$ cat config.mk
export PLATFORM = sky130hd
export DESIGN_NAME = axi_sram_wr_top
export DESIGN_NICKNAME = d
export VERILOG_FILES = /design/src/axi_sram_wr_pkg.sv /design/src/axi_sram_wr_top.sv /design/src/axi_wr_resp.sv /design/src/axi_wr_beat_exec.sv /design/src/axi_wr_burst_decode.sv
export VERILOG_INCLUDE_DIRS = /design/src /design/src/src
export SDC_FILE = /design/constraint.sdc
export NUM_CORES = 1
export LEC_CHECK = 0
export ABC_AREA = 1
export BUFFER_PORTS_ARGS = -buffer_cell sky130_fd_sc_hd__clkbuf_2
export CAP_MARGIN = 20
export CORE_MARGIN = 2
export CORE_UTILIZATION = 47
export DETAILED_ROUTE_END_ITERATION = 8
export GPL_TIMING_DRIVEN = 0
export MAX_ROUTING_LAYER = met4
export PLACE_DENSITY = 0.76
export SYNTH_ARGS = -nofsm -noshare
export SYNTH_HDL_FRONTEND = slang
export SYNTH_SLANG_ARGS = --single-unit
$ cat constraint.sdc
create_clock -name clk -period 2.8 [get_ports clk]
set_input_delay 0.56 -clock clk [delete_from_list [all_inputs] [get_ports clk]]
set_output_delay 0.56 -clock clk [all_outputs]
set_load 0.02 [all_outputs]
$ cat src/axi_sram_wr_defines.svh
`ifndef AXI_SRAM_WR_DEFINES_SVH
`define AXI_SRAM_WR_DEFINES_SVH

// AXI slave port geometry
`define AXI_ADDR_WIDTH 20
`define AXI_DATA_WIDTH 16
`define AXI_ID_WIDTH 4

// Bytes per beat
`define AXI_STRB_WIDTH (`AXI_DATA_WIDTH / 8)

// Byte offset bits within one bus word
`define AXI_LSB ($clog2(`AXI_STRB_WIDTH))

// SRAM side is word addressed
`define SRAM_ADDR_WIDTH (`AXI_ADDR_WIDTH - `AXI_LSB)

// AW length and size fields
`define AXI_LEN_WIDTH 8
`define AXI_SIZE_WIDTH 3

`endif
$ cat src/axi_sram_wr_pkg.sv
`default_nettype none

package axi_sram_wr_pkg;

  // Same encoding as awburst
  typedef enum logic [1:0] {
    FIXED = 2'b00,
    INCR  = 2'b01,
    WRAP  = 2'b10,
    RSVD  = 2'b11
  } burst_e;

  // Same encoding as bresp
  typedef enum logic [1:0] {
    OKAY   = 2'b00,
    EXOKAY = 2'b01,
    SLVERR = 2'b10,
    DECERR = 2'b11
  } resp_e;

endpackage

`default_nettype wire

$ cat src/axi_sram_wr_top.sv
`timescale 1ns/1ps
`default_nettype none

`include "axi_sram_wr_defines.svh"

module axi_sram_wr_top
  import axi_sram_wr_pkg::*;
(
  input  wire logic                        clk,
  input  wire logic                        rst_n,

  // AW channel
  input  wire logic                        s_axi_awvalid,
  output logic                             s_axi_awready,
  input  wire logic [`AXI_ID_WIDTH-1:0]    s_axi_awid,
  input  wire logic [`AXI_ADDR_WIDTH-1:0]  s_axi_awaddr,
  input  wire logic [`AXI_LEN_WIDTH-1:0]   s_axi_awlen,
  input  wire logic [`AXI_SIZE_WIDTH-1:0]  s_axi_awsize,
  input  wire logic [1:0]                  s_axi_awburst,

  // W channel
  input  wire logic                        s_axi_wvalid,
  output logic                             s_axi_wready,
  input  wire logic [`AXI_DATA_WIDTH-1:0]  s_axi_wdata,
  input  wire logic [`AXI_STRB_WIDTH-1:0]  s_axi_wstrb,

  // B channel
  output logic                             s_axi_bvalid,
  input  wire logic                        s_axi_bready,
  output logic [`AXI_ID_WIDTH-1:0]         s_axi_bid,
  output resp_e                            s_axi_bresp,

  // SRAM write command
  output logic                             sram_wr_cmd_valid,
  input  wire logic                        sram_wr_cmd_ready,
  output logic [`SRAM_ADDR_WIDTH-1:0]      sram_wr_cmd_addr,
  output logic [`AXI_DATA_WIDTH-1:0]       sram_wr_cmd_data,
  output logic [`AXI_STRB_WIDTH-1:0]       sram_wr_cmd_strb
);

  logic                        burst_valid;
  logic [`AXI_ID_WIDTH-1:0]    burst_id;
  logic [`AXI_ADDR_WIDTH-1:0]  burst_addr;
  logic [`AXI_LEN_WIDTH-1:0]   burst_len;
  logic [`AXI_SIZE_WIDTH-1:0]  burst_size;
  logic                        burst_fixed;
  logic                        burst_err;
  logic                        burst_done;
  logic                        resp_busy;

  axi_wr_burst_decode decode_i (
    .clk           (clk),
    .rst_n         (rst_n),
    .s_axi_awvalid (s_axi_awvalid),
    .s_axi_awready (s_axi_awready),
    .s_axi_awid    (s_axi_awid),
    .s_axi_awaddr  (s_axi_awaddr),
    .s_axi_awlen   (s_axi_awlen),
    .s_axi_awsize  (s_axi_awsize),
    .s_axi_awburst (s_axi_awburst),
    .burst_done    (burst_done),
    .resp_busy     (resp_busy),
    .burst_valid   (burst_valid),
    .burst_id      (burst_id),
    .burst_addr    (burst_addr),
    .burst_len     (burst_len),
    .burst_size    (burst_size),
    .burst_fixed   (burst_fixed),
    .burst_err     (burst_err)
  );

  axi_wr_beat_exec exec_i (
    .clk               (clk),
    .rst_n             (rst_n),
    .burst_valid       (burst_valid),
    .burst_addr        (burst_addr),
    .burst_len         (burst_len),
    .burst_size        (burst_size),
    .burst_fixed       (burst_fixed),
    .burst_err         (burst_err),
    .s_axi_wvalid      (s_axi_wvalid),
    .s_axi_wready      (s_axi_wready),
    .s_axi_wdata       (s_axi_wdata),
    .s_axi_wstrb       (s_axi_wstrb),
    .burst_done        (burst_done),
    .sram_wr_cmd_valid (sram_wr_cmd_valid),
    .sram_wr_cmd_ready (sram_wr_cmd_ready),
    .sram_wr_cmd_addr  (sram_wr_cmd_addr),
    .sram_wr_cmd_data  (sram_wr_cmd_data),
    .sram_wr_cmd_strb  (sram_wr_cmd_strb)
  );

  axi_wr_resp resp_i (
    .clk          (clk),
    .rst_n        (rst_n),
    .burst_done   (burst_done),
    .burst_err    (burst_err),
    .burst_id     (burst_id),
    .s_axi_bvalid (s_axi_bvalid),
    .s_axi_bready (s_axi_bready),
    .s_axi_bid    (s_axi_bid),
    .s_axi_bresp  (s_axi_bresp),
    .resp_busy    (resp_busy)
  );

endmodule

`default_nettype wire

$ cat src/axi_wr_resp.sv
`timescale 1ns/1ps
`default_nettype none

`include "axi_sram_wr_defines.svh"

module axi_wr_resp
  import axi_sram_wr_pkg::*;
(
  input  wire logic                      clk,
  input  wire logic                      rst_n,

  input  wire logic                      burst_done,
  input  wire logic                      burst_err,
  input  wire logic [`AXI_ID_WIDTH-1:0]  burst_id,

  output logic                           s_axi_bvalid,
  input  wire logic                      s_axi_bready,
  output logic [`AXI_ID_WIDTH-1:0]       s_axi_bid,
  output resp_e                          s_axi_bresp,

  output logic                           resp_busy
);

  // Response pending
  always_ff @(posedge clk) begin
    if (!rst_n) begin
      s_axi_bvalid <= 1'b0;
    end else if (burst_done) begin
      s_axi_bvalid <= 1'b1;
    end else if (s_axi_bready) begin
      s_axi_bvalid <= 1'b0;
    end
  end

  // ID and status, held steady while bvalid waits
  always_ff @(posedge clk) begin
    if (burst_done) begin
      s_axi_bid <= burst_id;
      if (burst_err) begin
        s_axi_bresp <= SLVERR;
      end else begin
        s_axi_bresp <= OKAY;
      end
    end
  end

  // Blocks the next AW until B is taken
  assign resp_busy = s_axi_bvalid;

endmodule

`default_nettype wire

$ cat src/axi_wr_beat_exec.sv
`timescale 1ns/1ps
`default_nettype none

`include "axi_sram_wr_defines.svh"

module axi_wr_beat_exec (
  input  wire logic                        clk,
  input  wire logic                        rst_n,

  input  wire logic                        burst_valid,
  input  wire logic [`AXI_ADDR_WIDTH-1:0]  burst_addr,
  input  wire logic [`AXI_LEN_WIDTH-1:0]   burst_len,
  input  wire logic [`AXI_SIZE_WIDTH-1:0]  burst_size,
  input  wire logic                        burst_fixed,
  input  wire logic                        burst_err,

  input  wire logic                        s_axi_wvalid,
  output logic                             s_axi_wready,
  input  wire logic [`AXI_DATA_WIDTH-1:0]  s_axi_wdata,
  input  wire logic [`AXI_STRB_WIDTH-1:0]  s_axi_wstrb,

  output logic                             burst_done,

  output logic                             sram_wr_cmd_valid,
  input  wire logic                        sram_wr_cmd_ready,
  output logic [`SRAM_ADDR_WIDTH-1:0]      sram_wr_cmd_addr,
  output logic [`AXI_DATA_WIDTH-1:0]       sram_wr_cmd_data,
  output logic [`AXI_STRB_WIDTH-1:0]       sram_wr_cmd_strb
);

  logic [`AXI_LEN_WIDTH-1:0]  beat_q;
  logic [`AXI_ADDR_WIDTH-1:0] addr_q;
  logic [`AXI_ADDR_WIDTH-1:0] cur_addr;
  logic [`AXI_ADDR_WIDTH-1:0] next_addr;
  logic                       first_beat;
  logic                       last_beat;
  logic                       beat_xfer;

  assign first_beat = (beat_q == '0);
  assign last_beat  = (beat_q == burst_len);

  // First beat takes the AW address directly, so it can go
  // out in the same cycle burst_valid rises
  assign cur_addr = first_beat ? burst_addr : addr_q;

  always_comb begin
    if (burst_fixed) begin
      next_addr = cur_addr;
    end else begin
      next_addr = cur_addr + (`AXI_ADDR_WIDTH'(1) << burst_size);
    end
  end

  // Error bursts swallow beats without waiting on the SRAM
  assign s_axi_wready      = burst_valid && (burst_err || sram_wr_cmd_ready);
  assign sram_wr_cmd_valid = burst_valid && !burst_err && s_axi_wvalid;

  assign beat_xfer  = s_axi_wvalid && s_axi_wready;
  assign burst_done = beat_xfer && last_beat;

  // Word address for the SRAM
  assign sram_wr_cmd_addr = cur_addr[`AXI_ADDR_WIDTH-1:`AXI_LSB];

  // Narrow strobes pass through untouched
  assign sram_wr_cmd_data = s_axi_wdata;
  assign sram_wr_cmd_strb = s_axi_wstrb;

  // Beat counter, back to zero after the last beat
  always_ff @(posedge clk) begin
    if (!rst_n) begin
      beat_q <= '0;
    end else if (beat_xfer) begin
      if (last_beat) begin
        beat_q <= '0;
      end else begin
        beat_q <= beat_q + 1'b1;
      end
    end
  end

  // Running byte address
  always_ff @(posedge clk) begin
    if (beat_xfer) begin
      addr_q <= next_addr;
    end
  end

endmodule

`default_nettype wire

$ cat src/axi_wr_burst_decode.sv
`timescale 1ns/1ps
`default_nettype none

`include "axi_sram_wr_defines.svh"

module axi_wr_burst_decode
  import axi_sram_wr_pkg::*;
(
  input  wire logic                        clk,
  input  wire logic                        rst_n,

  input  wire logic                        s_axi_awvalid,
  output logic                             s_axi_awready,
  input  wire logic [`AXI_ID_WIDTH-1:0]    s_axi_awid,
  input  wire logic [`AXI_ADDR_WIDTH-1:0]  s_axi_awaddr,
  input  wire logic [`AXI_LEN_WIDTH-1:0]   s_axi_awlen,
  input  wire logic [`AXI_SIZE_WIDTH-1:0]  s_axi_awsize,
  input  wire logic [1:0]                  s_axi_awburst,

  input  wire logic                        burst_done,
  input  wire logic                        resp_busy,

  output logic                             burst_valid,
  output logic [`AXI_ID_WIDTH-1:0]         burst_id,
  output logic [`AXI_ADDR_WIDTH-1:0]       burst_addr,
  output logic [`AXI_LEN_WIDTH-1:0]        burst_len,
  output logic [`AXI_SIZE_WIDTH-1:0]       burst_size,
  output logic                             burst_fixed,
  output logic                             burst_err
);

  logic   aw_xfer;
  burst_e aw_type;
  logic   aw_bad_type;
  logic   aw_bad_size;

  // Idle and no response pending
  assign s_axi_awready = !burst_valid && !resp_busy;
  assign aw_xfer       = s_axi_awvalid && s_axi_awready;

  assign aw_type = burst_e'(s_axi_awburst);

  always_comb begin
    aw_bad_type = 1'b0;
    case (aw_type)
      WRAP:    aw_bad_type = 1'b1;
      RSVD:    aw_bad_type = 1'b1;
      default: aw_bad_type = 1'b0;
    endcase
  end

  // Beats wider than the bus
  assign aw_bad_size = s_axi_awsize > `AXI_SIZE_WIDTH'(`AXI_LSB);

  // Burst in flight
  always_ff @(posedge clk) begin
    if (!rst_n) begin
      burst_valid <= 1'b0;
    end else if (aw_xfer) begin
      burst_valid <= 1'b1;
    end else if (burst_done) begin
      burst_valid <= 1'b0;
    end
  end

  // Burst fields, held until the last beat
  always_ff @(posedge clk) begin
    if (aw_xfer) begin
      burst_id    <= s_axi_awid;
      burst_addr  <= s_axi_awaddr;
      burst_len   <= s_axi_awlen;
      burst_size  <= s_axi_awsize;
      burst_fixed <= (aw_type == FIXED);
      burst_err   <= aw_bad_type || aw_bad_size;
    end
  end

endmodule

`default_nettype wire

---- Yosys cells after proc, flatten, opt, wreduce, memory -nomap -nowiden ----
Index checks and enable logic that the tools add are counted.
W data, S select, Z words.
operators by class
  $add $sub $neg .......................... 2
  $mul .................................... 0
  divide/modulo/power cells ............... 0
  magnitude comparators ................... 1
  eq/ne operators ......................... 3
  shift operators ......................... 1
  mux-type cells .......................... 9
  bitwise gates (word level) .............. 0
  reduce and logical (&&, ||, !) cells .... 17
operators with widths
  kind                    count
  $mux W20                2
  $add A20 B20 Y20        1
  $shl A1 B3 Y20 const A  1
  $add A8 B1 Y8 const B   1
  $eq A8 B8 Y1            1
  $logic_not A8 Y1        1
  $mux W8                 1
  $logic_and A1 B1 Y1     7
  $mux W1                 5
  $eq A2 B2 Y1 const B    2
  $reduce_bool A2 Y1      2
  $gt A3 B1 Y1 const B    1
  $logic_not A1 Y1        3
  $logic_not A2 Y1        1
  $logic_or A1 B1 Y1      2
  $mux W2                 1
  $reduce_or A2 Y1        1
word-level totals
  bits in registers ....................... 73
  latch bits .............................. 0
  memory bits (writable) .................. 0
  ROM bits ................................ 0
  input bits .............................. 61
  output and inout bits ................... 47
  memories kept ........................... 0

---- Logic depth before layout (Yosys ltp) ----
  depth in word-level cells ............... 6
  depth in mapped cells ................... 22

---- By module ----
A second synthesis with hierarchy kept.
unflattened totals
  cell total of the unflattened synthesis .. 408
  area total of the unflattened synthesis .. 3992.6 um2
by module, submodules not included
  module               times used  cells an instance  area an instance (um2)  seq. area each (um2)
  axi_wr_beat_exec     1           345                2597.5                  760.7
  axi_wr_burst_decode  1           49                 1182.4                  1131.1
  axi_wr_resp          1           14                 212.7                   170.2

---- Worst setup path after synthesis ----
Ideal clock, no wire load.
  path type ............................... register to register
  start point ............................. register exec_i.beat_q[0]
  end point ............................... register exec_i.addr_q[19], data pin
  library setup time ...................... 0.253 ns
  arrival time ............................ 2.767 ns
  required time ........................... 2.547 ns
  setup slack ............................. -0.220 ns
  stages on the path, launching flop included .. 22
  clock period less this slack ............ 3.020 ns
  path through ............................ dfxtp_1 > inv_1 > ha_1 > nand2_2 > nor2_8 > nand2_8 > buf_2 > or2_2 > o21ai_0 > inv_1 > ha_1 > nand2_1 > nor2_1 > nand2_1 > nand2_1 > nand2_1 > nand2_1 > nand2_2 > nor2_8 > nand3_1 > nand2_1 > nand2_1
between the ends
  longest elaborated chain between the ends .. 4
RTL lines
  what                      line                    text
  start, declared           axi_wr_beat_exec.sv:31  logic [`AXI_LEN_WIDTH-1:0] beat_q;
  start signal, assigned    axi_wr_beat_exec.sv:76  beat_q <= beat_q + 1'b1;
  $logic_not A8 Y1          axi_wr_beat_exec.sv:39  assign first_beat = (beat_q == '0);
  $mux W20                  axi_wr_beat_exec.sv:44  assign cur_addr = first_beat ? burst_addr : addr_q;
  via sram_wr_cmd_addr[4]   axi_sram_wr_top.sv:36   output logic [`SRAM_ADDR_WIDTH-1:0] sram_wr_cmd_addr,
  $add A20 B20 Y20          axi_wr_beat_exec.sv:50  next_addr = cur_addr + (`AXI_ADDR_WIDTH'(1) << burst_size);
  $mux W20                  axi_wr_beat_exec.sv:47  if (burst_fixed) begin
  via exec_i.next_addr[19]  axi_wr_beat_exec.sv:34  logic [`AXI_ADDR_WIDTH-1:0] next_addr;
  end signal, assigned      axi_wr_beat_exec.sv:84  addr_q <= next_addr;
  end, declared             axi_wr_beat_exec.sv:32  logic [`AXI_ADDR_WIDTH-1:0] addr_q;
The timed path passes the listed nets, and every way through them passes these cells.
A chain may end at the register's enable or synchronous reset.

---- Worst setup path after layout ----
  start point ............................. register exec_i.beat_q[1]
  end point ............................... register exec_i.addr_q[19], data pin
between the ends
  longest elaborated chain between the ends .. 4
RTL lines
  what                      line
  $logic_not A8 Y1 *        axi_wr_beat_exec.sv:39
  $mux W20 *                axi_wr_beat_exec.sv:44
  $add A20 B20 Y20          axi_wr_beat_exec.sv:50
  $mux W20 *                axi_wr_beat_exec.sv:47
  via exec_i.next_addr[19]  axi_wr_beat_exec.sv:34
The timed path passes the listed nets; every way through them passes the cells marked *.

==> Implementation_results.wiki <==
{| class="wikitable"
! Metric !! Value
|-
| Type of the worst min-delay path || input pin to register
|-
| Floorplan row count || 32
|-
| Global-route congestion overflow total || 0
|-
| Proportion of layout cells with a drive suffix above 1 || 0.447
|-
| Insertion delay to the later sink of the worst-skew pair || 350 ps
|-
| Post-CTS Hold Buffers || 0
|-
| Final WL || between 8000 and 9000 microns
|-
| Master cell of the clock root buffer || clkbuf_8
|-
| Library cells used by synthesis || 41
|-
| Mean instance size in the synthesized netlist || 9.85 sq um
|-
| Antenna violations before repair || 0
|-
| Clock slew at reported path FFs || 80 ps
|-
| Library cell contributing the largest single delay on the critical path || dfxtp_2
|-
| Total number of yosys warnings || 0
|-
| Biggest area consumer among synthesized cells || edfxtp_1
|-
| Leak Pwr || 2.23 nW
|-
| Sequential fraction of design power || 0.457
|-
| Mapped cell area || ~3800 sq um
|-
| Worst Skew || 7.87 ps
|-
| Remaining routing DRC violations || 0
|-
| Pin count of the biggest net entering global routing || 29
|-
| Height of the die || between 90 and 100 microns
|-
| Setup slack of the critical path after layout || roughly 25 ps
|-
| Die outline width || 94.3 microns
|-
| Switching share of power || 0.302
|-
| Global-route wire length before repair || 12,600 microns
|-
| Setup repair after global routing missed its margin || true
|-
| Total count of hold-check failures in the final report || 0
|-
| Area of the die || 8890 sq um
|-
| Clock tree sinks || 72
|-
| Setup TNS || 0 ps
|-
| Worst rel slew slack || 0.355
|-
| Post-synth ARST share || 0
|-
| Portion of the clock cycle consumed by the worst path in the final layout || 0.991
|-
| Vias in the first global route || 2,746
|-
| Setup-failing EPs final || 0
|-
| Time the final worst path needs with I/O delays and setup || approximately 2800 ps
|-
| Number of inserted filler cells in the final layout || between 600 and 700
|-
| Detailed placer's ending HPWL || 5510 microns
|-
| Largest fanout on the critical path || 8
|-
| Diode insertion count for antenna repair || 0
|-
| Leading post-synthesis cells by cell area || edfxtp_1 (49%), nand2_1 (9.5%), dfxtp_1 (5.2%)
|-
| Share of the synthesized area in the top cell type || 0.486
|-
| GPL Wtd Cong || 0.859
|-
| Number of instances in the synthesized netlist || 389
|-
| TritonCTS clock tree || done
|-
| CTS HTree Levels || 3
|-
| Global routing usage summed across all routing layers || 0.191
|-
| Gate power share || 0.250
|-
| Cell mode on critical path || nand2_2
|-
| Outcome || finished clean
|-
| Yosys reg bits || 72
|-
| Fmax achieved || approximately 0.36 GHz
|-
| Switching power of the nets || 0.842 mW
|-
| Cell internal pwr || 1.94 mW
|-
| Number of enable-type register cells in the synthesized netlist || 62
|-
| Net count after synthesis || 461
|-
| Per-cell routed wire length || between 10 and 15 microns
|-
| WP buf/inv || 3
|-
| Crit path cell chain || inv_2 > ha_4 > nand2_4 > nor2_8 > nand2_8 > buf_8 > or2_4 > o21ai_4 > inv_2 > ha_4 > nand2_2 > nor2_1 > nand2_1 > nand2_2 > nand2_2 > nand2_2 > nand2_4 > nor2_8 > nand3_2 > nand2_1 > nand2_1
|-
| Vias/cell || between 4 and 5
|-
| Worst hold slack after final layout || 379 ps
|-
| Startpoint kind of the worst setup timing path || register
|-
| Classification of the worst setup path || register to register
|-
| Share of the yosys chip area belonging to registers || 0.538
|-
| Worst setup slack before clock tree synthesis || -447 ps
|-
| Type of element capturing the critical path || register
|-
| Tightest Pin Transition || 965 ps
|-
| Initial cell density of the core || 0.491
|-
| Clock buffers created by TritonCTS || 9
|-
| Maximum capacitance violations || 0
|-
| Cell type group with the largest total delay on the critical path || simple AND/OR/NAND/NOR gates
|-
| Core area || 7810 sq um
|-
| Data arrival, critical path || approximately 2900 ps
|-
| Input/output buffers || 88
|-
| Number of optimization iterations in the first detailed-route pass || 4
|-
| Via count of the routed design || between 3,000 and 4,000
|-
| Final-stage net count || 584
|-
| Max-slew violations || 0
|-
| Slowest cell delay on critical path || roughly 340 ps
|-
| Maximum resistive drop on vdd || between 0.3 and 0.4 mV
|-
| Io pins || 108
|-
| Main synth FF type || edfxtp_1
|-
| Required time at the worst-slack endpoint || 2910 ps
|-
| Layout Area Growth over Synthesis || 31.9%
|-
| Power per standard cell area || 551 nW/um^2
|-
| Final ANT Viol Nets || 0
|-
| First DRT Iteration DRCs || 125
|-
| Maximum root-to-sink buffer count || 2
|-
| Portion of total power attributed to the clock network || 0.293
|}
==> layout by cell type, fill, tap and decap left out, types with 9 or more instances in the layout <==
master,synthesis,layout
clkbuf_2,0,88
nand2_1,97,87
edfxtp_1,62,62
buf_4,19,40
inv_1,39,33
nor2_1,22,22
nand2_2,14,20
nand3_1,21,14
inv_2,5,10
nor3_1,9,9
clkbuf_8,0,9
==> area by class of cell <==
| type | instances | area (sq um) | area share |
|---|---|---|---|
| multi-input cells | 252 | 1660 | 0.329 |
| clock inverters | 7 | 71.3 | 0.0141 |
| clock buffers | 9 | 124 | 0.0245 |
| inverters | 44 | 173 | 0.0342 |
| plain buffers | 22 | 181 | 0.0359 |
| flip-flops and latches | 72 | 2070 | 0.409 |
| repair buffers | 111 | 646 | 0.128 |
| well taps | 102 | 128 | 0.0253 |
==> kinds of logic after synthesis <==
kind of cell             share of synthesized area
buffers and inverters                       0.0879
other                                     0.000979
flip-flops                                   0.538
adder cells (fa/ha/maj)                     0.0379
AND/OR/NAND/NOR                              0.250
multiplexers                               0.00261
AO/OA/AOI/OAI                               0.0457
XOR/XNOR                                    0.0366
==> repair_timing <==
item,CTS,global route
setup endpoints to repair,14,18
pin swaps,5,19
setup buffers,12,10
gates resized for setup,20,28
endpoints found under the hold margin,0,0
cloned,1,0
==> cells in the mapped netlist (5+ instances only) <==
master,instances
a21oi_1,6
buf_4,19
dfxtp_1,10
edfxtp_1,62
ha_1,10
inv_1,39
inv_2,5
nand2_1,97
nand2_2,14
nand3_1,21
nand4_1,8
nor2_1,22
nor3_1,9
o21ai_0,10
or2_2,7
xnor2_1,8
xor2_1,8
==> metal layers <==
layer	GRT usage	part of all wire
met4	0.0725	0.014
met1	0.242	0.43
met3	0.0393	0.069
met5	-	0
met2	0.302	0.48
==> state kept, by name (all words and copies together) (netlist names) <==
signal and count:
decode_i.burst_addr 20, decode_i.burst_err 1, decode_i.burst_fixed 1, decode_i.burst_id 4, decode_i.burst_len 8, decode_i.burst_size 3
decode_i.burst_valid 1, exec_i.addr_q 20, exec_i.beat_q 8, resp_i.resp_busy 1, resp_i.s_axi_bid 4, resp_i.s_axi_bresp 1
==> power by group through the flow <==
stage	logic, mW	registers (mW)	clock network (mW)
6_report	0.697	1.27	0.815
3_3_place_gp	0.561	1.29	0
2_1_floorplan	0.416	1.29	0
5_1_grt	0.767	1.28	0.880
4_1_cts	0.636	1.27	0.836
3_5_place_dp	0.583	1.29	0
==> per-stage QoR <==
| step | power, mW | utilization | area [sq um] | std cells |
|---|---|---|---|---|
| 6_report | 2.78 | 0.647 | 5050 | 619 |
| 5_1_grt | 2.92 | 0.647 | 5050 | 619 |
| 4_1_cts | 2.74 | 0.621 | 4840 | 609 |
| 3_5_place_dp | 1.88 | 0.572 | 4470 | 580 |
| 3_3_place_gp | 1.85 | 0.568 | 4440 | 579 |
| 2_1_floorplan | 1.70 | - | 3870 | 389 |
==> worst paths after layout <==
check	startpoint	to	slack (ps)	cells after the start
worst min-delay path	s_axi_awlen[2]	decode_i.burst_len[2]	380	1
worst min register to register	decode_i.burst_id[2]	resp_i.s_axi_bid[2]	420	0
worst max register to register	exec_i.beat_q[1]	exec_i.addr_q[19]	30	21
worst max-delay path	exec_i.beat_q[1]	exec_i.addr_q[19]	30	21
No activity file was read; power rests on OpenSTA's default activity.
